==> config.mk <==
export PLATFORM = sky130hd
export DESIGN_NAME = rp_top
export DESIGN_NICKNAME = d
export VERILOG_FILES = /design/src/hw/rp_pkg.sv /design/src/hw/rp_top.sv /design/src/hw/trig_debounce.sv /design/src/hw/dac_back.sv /design/src/hw/adc_front.sv /design/src/hw/lin_scale.sv
export SDC_FILE = /design/constraint.sdc
export NUM_CORES = 2
export LEC_CHECK = 0
export ABC_AREA = 1
export BUFFER_PORTS_ARGS = -buffer_cell sky130_fd_sc_hd__buf_4
export CORE_ASPECT_RATIO = 1.25
export CORE_MARGIN = 8
export CORE_UTILIZATION = 35
export CTS_CLUSTER_SIZE = 8
export DETAILED_ROUTE_END_ITERATION = 8
export PLACE_DENSITY = 0.48
export SLEW_MARGIN = 20
export SYNTH_ARGS = -nofsm -noshare
export SYNTH_HDL_FRONTEND = slang
export SYNTH_SLANG_ARGS = --single-unit
export TNS_END_PERCENT = 10
==> constraint.sdc <==
create_clock -name adc_clk -period 7 [get_ports adc_clk]
set_clock_uncertainty 0.1 [all_clocks]
set_input_delay 0.7 -clock adc_clk [delete_from_list [all_inputs] [get_ports adc_clk]]
set_output_delay 0.7 -clock adc_clk [all_outputs]
set_load 0.03 [all_outputs]
==> src/hw/rp_pkg.sv <==
package rp_pkg;

  ////////////////////////////////////////////////////////////////////////////
  // widths and fixed point format
  ////////////////////////////////////////////////////////////////////////////

  // ADC and DAC sample width
  localparam int SMP_W = 14;

  // gain fraction bits, unity gain is 2**13
  localparam int MUL_FRAC = 13;

  ////////////////////////////////////////////////////////////////////////////
  // sample and code types
  ////////////////////////////////////////////////////////////////////////////

  // signed sample, same for ADC and DAC side
  typedef logic signed [SMP_W-1:0] smp_t;

  // unsigned pin word or DAC code
  typedef logic [14-1:0] raw_t;

  // calibration gain and offset
  typedef logic signed [16-1:0] mul_t;
  typedef logic signed [14-1:0] sum_t;

  // one channel's calibration
  typedef struct packed {
    mul_t mul;
    sum_t sum;
  } cal_t;

  ////////////////////////////////////////////////////////////////////////////
  // forward stream, ready travels separately
  ////////////////////////////////////////////////////////////////////////////

  typedef struct packed {
    logic vld;
    smp_t dat;
  } smp_str_t;

endpackage : rp_pkg
==> src/hw/rp_top.sv <==
`timescale 1ns/1ns

module rp_top import rp_pkg::*; #(
  parameter int          CH_N    = 2,
  parameter int unsigned DEB_LEN = 62500,
  parameter int unsigned DEB_W   = 20
) (
  input  logic                  adc_clk,
  input  logic                  top_rst,
  // ADC pins and loopback select
  input  raw_t     [CH_N-1:0]   adc_dat_i,
  input  logic     [CH_N-1:0]   loop_i,
  // calibration
  input  cal_t     [CH_N-1:0]   adc_cal_i,
  input  cal_t     [CH_N-1:0]   dac_cal_i,
  // generator stream
  input  smp_str_t [CH_N-1:0]   gen_i,
  output logic     [CH_N-1:0]   gen_rdy_o,
  // acquisition stream
  output smp_str_t [CH_N-1:0]   adc_o,
  // DAC codes
  output raw_t     [CH_N-1:0]   dac_dat_o,
  // GPIO trigger
  input  logic                  exp_i,
  output logic                  trg_pos_o,
  output logic                  trg_neg_o
);

  // calibrated DAC stream back into the ADC path
  smp_str_t [CH_N-1:0] dac_lin;

  ////////////////////////////////////////////////////////////////////////////
  // ADC and DAC channels
  ////////////////////////////////////////////////////////////////////////////

  adc_front #(
    .CH_N (CH_N)
  ) u_adc (
    .adc_clk   (adc_clk),
    .top_rst   (top_rst),
    .adc_dat_i (adc_dat_i),
    .loop_i    (loop_i),
    .adc_cal_i (adc_cal_i),
    .dac_lin_i (dac_lin),
    .adc_o     (adc_o)
  );

  dac_back #(
    .CH_N (CH_N)
  ) u_dac (
    .adc_clk   (adc_clk),
    .top_rst   (top_rst),
    .gen_i     (gen_i),
    .gen_rdy_o (gen_rdy_o),
    .dac_cal_i (dac_cal_i),
    .dac_lin_o (dac_lin),
    .dac_dat_o (dac_dat_o)
  );

  ////////////////////////////////////////////////////////////////////////////
  // GPIO trigger
  ////////////////////////////////////////////////////////////////////////////

  trig_debounce #(
    .DEB_LEN (DEB_LEN),
    .DEB_W   (DEB_W)
  ) u_deb (
    .adc_clk (adc_clk),
    .top_rst (top_rst),
    .dat_i   (exp_i),
    .pos_o   (trg_pos_o),
    .neg_o   (trg_neg_o)
  );

endmodule : rp_top

==> src/hw/trig_debounce.sv <==
`timescale 1ns/1ns

module trig_debounce #(
  parameter int unsigned DEB_LEN = 62500,
  parameter int unsigned DEB_W   = 20
) (
  input  logic adc_clk,
  input  logic top_rst,
  // asynchronous GPIO bit
  input  logic dat_i,
  // one cycle edge pulses
  output logic pos_o,
  output logic neg_o
);

  logic [1:0]       sync_q;
  logic             deb_q;
  logic [DEB_W-1:0] cnt_q;
  logic             chg;
  logic             done;

  // synchronized input differs from accepted state
  assign chg  = sync_q[1] ^ deb_q;
  // change has stayed long enough
  assign done = chg && (cnt_q == DEB_W'(DEB_LEN - 1));

  ////////////////////////////////////////////////////////////////////////////
  // synchronizer, stability counter, edge pulses
  ////////////////////////////////////////////////////////////////////////////

  always_ff @(posedge adc_clk, posedge top_rst) begin
    if (top_rst) begin
      sync_q <= '0;
      deb_q  <= 1'b0;
      cnt_q  <= '0;
      pos_o  <= 1'b0;
      neg_o  <= 1'b0;
    end else begin
      // two flop synchronizer
      sync_q <= {sync_q[0], dat_i};
      // restart counting on every return to the accepted state
      if (!chg || done) begin
        cnt_q <= '0;
      end else begin
        cnt_q <= cnt_q + 1'b1;
      end
      // accept the new state
      if (done) begin
        deb_q <= sync_q[1];
      end
      // pulse polarity from the new state
      pos_o <= done &  sync_q[1];
      neg_o <= done & ~sync_q[1];
    end
  end

endmodule : trig_debounce

==> src/hw/dac_back.sv <==
`timescale 1ns/1ns

module dac_back import rp_pkg::*; #(
  parameter int CH_N = 2
) (
  input  logic                  adc_clk,
  input  logic                  top_rst,
  // generator stream and its ready
  input  smp_str_t [CH_N-1:0]   gen_i,
  output logic     [CH_N-1:0]   gen_rdy_o,
  input  cal_t     [CH_N-1:0]   dac_cal_i,
  // calibrated stream, also fed back for loopback
  output smp_str_t [CH_N-1:0]   dac_lin_o,
  // DAC codes
  output raw_t     [CH_N-1:0]   dac_dat_o
);

  // accept generator data from the first cycle after reset
  logic run_q;

  always_ff @(posedge adc_clk, posedge top_rst) begin
    if (top_rst) begin
      run_q <= 1'b0;
    end else begin
      run_q <= 1'b1;
    end
  end

  for (genvar i = 0; i < CH_N; i++) begin : g_ch

    logic lin_rdy;
    logic lin_vld;
    smp_t lin_dat;

    // DAC calibration
    lin_scale #(
      .DT (smp_t)
    ) u_lin (
      .clk_i     (adc_clk),
      .rst_i     (top_rst),
      .cal_i     (dac_cal_i[i]),
      .in_vld_i  (gen_i[i].vld & run_q),
      .in_dat_i  (gen_i[i].dat),
      .in_rdy_o  (lin_rdy),
      .out_vld_o (lin_vld),
      .out_dat_o (lin_dat),
      .out_rdy_i (1'b1)
    );

    assign gen_rdy_o[i] = run_q & lin_rdy;
    assign dac_lin_o[i] = '{vld: lin_vld, dat: lin_dat};

    // code register, reset value is the code of sample zero
    always_ff @(posedge adc_clk, posedge top_rst) begin
      if (top_rst) begin
        dac_dat_o[i] <= {1'b0, {(SMP_W-1){1'b1}}};
      end else if (lin_vld) begin
        // keep msb, invert the rest for the negative slope DAC
        dac_dat_o[i] <= {lin_dat[SMP_W-1], ~lin_dat[SMP_W-2:0]};
      end
    end

  end : g_ch

endmodule : dac_back

==> src/hw/adc_front.sv <==
`timescale 1ns/1ns

module adc_front import rp_pkg::*; #(
  parameter int CH_N = 2
) (
  input  logic                  adc_clk,
  input  logic                  top_rst,
  // raw pin words
  input  raw_t     [CH_N-1:0]   adc_dat_i,
  // per channel loopback select
  input  logic     [CH_N-1:0]   loop_i,
  input  cal_t     [CH_N-1:0]   adc_cal_i,
  // calibrated DAC stream for loopback
  input  smp_str_t [CH_N-1:0]   dac_lin_i,
  // calibrated ADC stream, consumer takes every sample
  output smp_str_t [CH_N-1:0]   adc_o
);

  for (genvar i = 0; i < CH_N; i++) begin : g_ch

    smp_t smp_fmt;
    smp_t smp_q;
    logic vld_q;
    logic lin_vld;
    smp_t lin_dat;

    // pin word to signed, keep msb and invert the rest
    assign smp_fmt = {adc_dat_i[i][SMP_W-1], ~adc_dat_i[i][SMP_W-2:0]};

    //////////////////////////////////////////////////////////////////////////
    // sample register with loopback select
    //////////////////////////////////////////////////////////////////////////

    // pins are always valid, loopback follows DAC valid
    always_ff @(posedge adc_clk, posedge top_rst) begin
      if (top_rst) begin
        vld_q <= 1'b0;
      end else begin
        vld_q <= loop_i[i] ? dac_lin_i[i].vld : 1'b1;
      end
    end

    always_ff @(posedge adc_clk) begin
      smp_q <= loop_i[i] ? dac_lin_i[i].dat : smp_fmt;
    end

    // ADC calibration, never back-pressured
    lin_scale #(
      .DT (smp_t)
    ) u_lin (
      .clk_i     (adc_clk),
      .rst_i     (top_rst),
      .cal_i     (adc_cal_i[i]),
      .in_vld_i  (vld_q),
      .in_dat_i  (smp_q),
      .in_rdy_o  (),
      .out_vld_o (lin_vld),
      .out_dat_o (lin_dat),
      .out_rdy_i (1'b1)
    );

    assign adc_o[i] = '{vld: lin_vld, dat: lin_dat};

  end : g_ch

endmodule : adc_front

==> src/hw/lin_scale.sv <==
`timescale 1ns/1ns

module lin_scale import rp_pkg::*; #(
  parameter type DT = smp_t
) (
  input  logic clk_i,
  input  logic rst_i,
  // gain and offset
  input  cal_t cal_i,
  // input stream
  input  logic in_vld_i,
  input  DT    in_dat_i,
  output logic in_rdy_o,
  // output stream
  output logic out_vld_o,
  output DT    out_dat_o,
  input  logic out_rdy_i
);

  // payload width and full product width
  localparam int DW = $bits(DT);
  localparam int PW = DW + $bits(mul_t);

  logic signed [PW-1:0] prd;
  logic signed [PW-1:0] sum;
  logic                 ovf;
  DT                    sat;

  ////////////////////////////////////////////////////////////////////////////
  // multiply, shift, offset, saturate
  ////////////////////////////////////////////////////////////////////////////

  always_comb begin
    // full precision product
    prd = $signed(in_dat_i) * cal_i.mul;
    // drop gain fraction, add sign extended offset
    sum = (prd >>> MUL_FRAC) + PW'(cal_i.sum);
    // result fits only if all bits above the sample sign match
    ovf = (sum[PW-1:DW-1] != {(PW-DW+1){sum[PW-1]}});
    if (ovf) begin
      // clamp to most negative or most positive
      sat = sum[PW-1] ? DT'({1'b1, {(DW-1){1'b0}}}) : DT'({1'b0, {(DW-1){1'b1}}});
    end else begin
      sat = DT'(sum[DW-1:0]);
    end
  end

  ////////////////////////////////////////////////////////////////////////////
  // output register and handshake
  ////////////////////////////////////////////////////////////////////////////

  // room when empty or when downstream takes the current item
  assign in_rdy_o = ~out_vld_o | out_rdy_i;

  always_ff @(posedge clk_i, posedge rst_i) begin
    if (rst_i) begin
      out_vld_o <= 1'b0;
    end else if (in_rdy_o) begin
      out_vld_o <= in_vld_i;
    end
  end

  // payload loads on input transfer only
  always_ff @(posedge clk_i) begin
    if (in_vld_i && in_rdy_o) begin
      out_dat_o <= sat;
    end
  end

endmodule : lin_scale

==> metrics.txt <==
setup_tns -8.882 ns; final hold vios 0; outcome finished, violations left; layout cells sized above 1 22.57%; Hold Buf Count CTS 0; # setup viols final 52; Seq cells post-synth 144; number of port buffers 244; die area 140,300 sq um; critical hold path startpoint exp_i; Critical Path Start Type flop; total core area 128,000 sq um; TritonCTS clock tree done; DIE WIDTH 336.7 microns; violated checks negative setup slack; post-synth cell types 53; number of CTS-inserted buffers 17; initial antenna violation count 16; first-pass GRT wire length 222,700 microns; pin count of the biggest net entering global routing 61; Worst-Margin Slew 0.8561 ns; hpwl dp 121,900 microns; number of global-route vias before repair 42,910; Final WS setup -0.2762 ns; Slew Viols, Final 0; top cells by count, synth inv_1, nand2_1, fa_1; # nets final 8,267; fmax 137.4 MHz; routed len/inst 15.88 microns; Crit Path Class flop to flop; Final Cycle Share 103.9%; CP Data Arrival Time 7.39 ns; clk buf depth 2; GPL Wtd Cong 0.9453; Site Rows 147; Initial DRC Count 1,581; drt first pass iters 5; grt ovf 0; DRC Markers 0; ranking of synthesized cells by area fa_1, inv_1, nand2_1; share of the synthesized area in the top cell type 38.98%; Hold Path Class input port to flop; WL final 136,500 microns; Clk Tree Root Cell clkbuf_16; vias per cell 4.524; fin cells 8,601; Initial Utilization 35.14%; ANT nets after route 0; CP max stage delay 0.54 ns; Min Hold Slack 0.2718 ns; Top Ports 245; Placed Instances 8,524; Post-synth EDFFs 56; CP required 7.11 ns; R2R Path Start u_adc.g_ch[0].smp_q[13]; Die Y 416.8 microns; Post-Syn Area 44,990 sq um; DP Worst Slack -1.242 ns; Total Routing Usage GR 19.87%; Mapped Cells 5,945; Synth Warn # 0; FFs w/ async S/R, synth 41.67%; CP delay by family, top adder cells; commonest register cell after synthesis edfxtp_1; Seq/Total Area, Yosys 8.394%; unrepaired setup endpoints after global routing yes; max-cap check violation count 0; Crit path buffers/inverters 11; CTS H-tree depth 4; vias post-DR 38,910; critical path endpoint category flop; most common cell in the netlist inv_1; Synth Area per Inst 7.567 sq um; Period minus WS final 7.276 ns; area leader, netlist fa_1; CP Launch Point u_adc.g_ch[0].smp_q[13]; layout overhead on the synthesized area 27.59%; Crit path top cell by count fa_1; CP max FO 7; syn nets 7,345; Slew headroom 42.93%; worst-skew pair later-pin latency 0.48 ns; slowest cell on the critical path fa_1; clk slew on worst S/H paths 0.08 ns; CTS sink cnt 144
worst paths after layout:
kind                                                    endpoint  slack [ns]  cells past startpoint
worst max-delay path            u_adc.g_ch[0].u_lin.out_dat_o[6]       -0.28                     37
worst min-delay path                             u_deb.sync_q[0]        0.27                      1
min in group asynchronous                            u_deb.neg_o        0.38                      3
worst min register to register                   u_deb.sync_q[1]        0.29                      0
worst max register to register  u_adc.g_ch[0].u_lin.out_dat_o[6]       -0.28                     37
max in group asynchronous                    u_dac.dac_dat_o[27]        5.86                      3
metal layers:
layer,vias to the layer above,share of wire (%),global-route usage (%)
li1,19100,-,-
met2,639,52,37.20
met3,157,3.9,2.207
met1,19000,42,24.34
met4,12,2.0,4.284
met5,-,0.057,0
layout by cell type, fill, tap and decap left out, drive strengths merged, types with 4 or more instances in the layout:
master	count
o31ai	4
nor2	244
a21oi	180
nand2	1588
nand3	145
nor3	34
inv	1705
o211ai	5
o21ai	149
dfxtp	28
nor4	18
clkinv	7
buf	1096
a31oi	12
clkbuf	18
o21bai	14
diode	8
nand3b	13
dfrtp	34
o21a	10
a21o	15
nand4	70
ha	341
or2	24
edfxtp	56
fa	876
xor2	93
dfstp	26
xnor2	51
repair_timing:
item | CTS | global route
gates cloned | 3 | 1
endpoints found under the setup margin | 54 | 56
pin swaps | 73 | 74
gates resized for setup | 186 | 164
setup buffers | 21 | 12
worst reg2reg max path, delay by kind of cell (launching register included):
kind	cells	cell delay, ns
adders and majority gates	8	3.41
and+or+nand+nor	15	1.57
buffers and inverters	11	1.09
AOI/OAI and AO/OA	3	0.48
DFF	1	0.37
flip-flops by register name, summed over array words and instances (netlist names), 20 cells and up:
name and cells:
u_adc.g_ch.u_lin.out_dat_o 28, u_adc.g_ch.smp_q 28, u_dac.g_ch.u_lin.out_dat_o 28, u_deb.cnt_q 20
u_dac.dac_dat_o 28
through the flow:
| step | util (%) | instance area [sq um] |
|---|---|---|
| floorplan | - | 45480 |
| global placement | 43.02 | 55070 |
| detailed placement | 43.02 | 55070 |
| CTS | 44.22 | 56600 |
| global route | 44.83 | 57380 |
| finish | 44.84 | 57400 |
final cells by class:
type                            instances  area, sq um
Multi-Input combinational cell       3906        35720
Tap cell                             1713         2143
Timing Repair Buffer                 1096         8717
Clock buffer                           18        450.4
Clock inverter                         14        160.2
Fill cell                           13320        70610
Antenna cell                            8        20.02
Inverter                             1702         6400
Sequential cell                       144         3790
cell families (layout without fill, tap and decap cells):
group	count (synthesis)	count (layout)	share of synthesized area, %
AND/OR/NAND/NOR	2141	2144	19.42
adder cells (fa/ha/maj)	1217	1217	48.46
other	1	9	0.008336
AO/OA/AOI/OAI	398	398	4.831
buffers and inverters	1898	2830	15.99
XOR/XNOR	144	144	2.837
multiplexers	2	2	0.05006
flip-flops	144	144	8.394
Power is left out: the tool's default activity adds up to more than one toggle a clock period on the data nets, which glitch-free logic cannot reach.
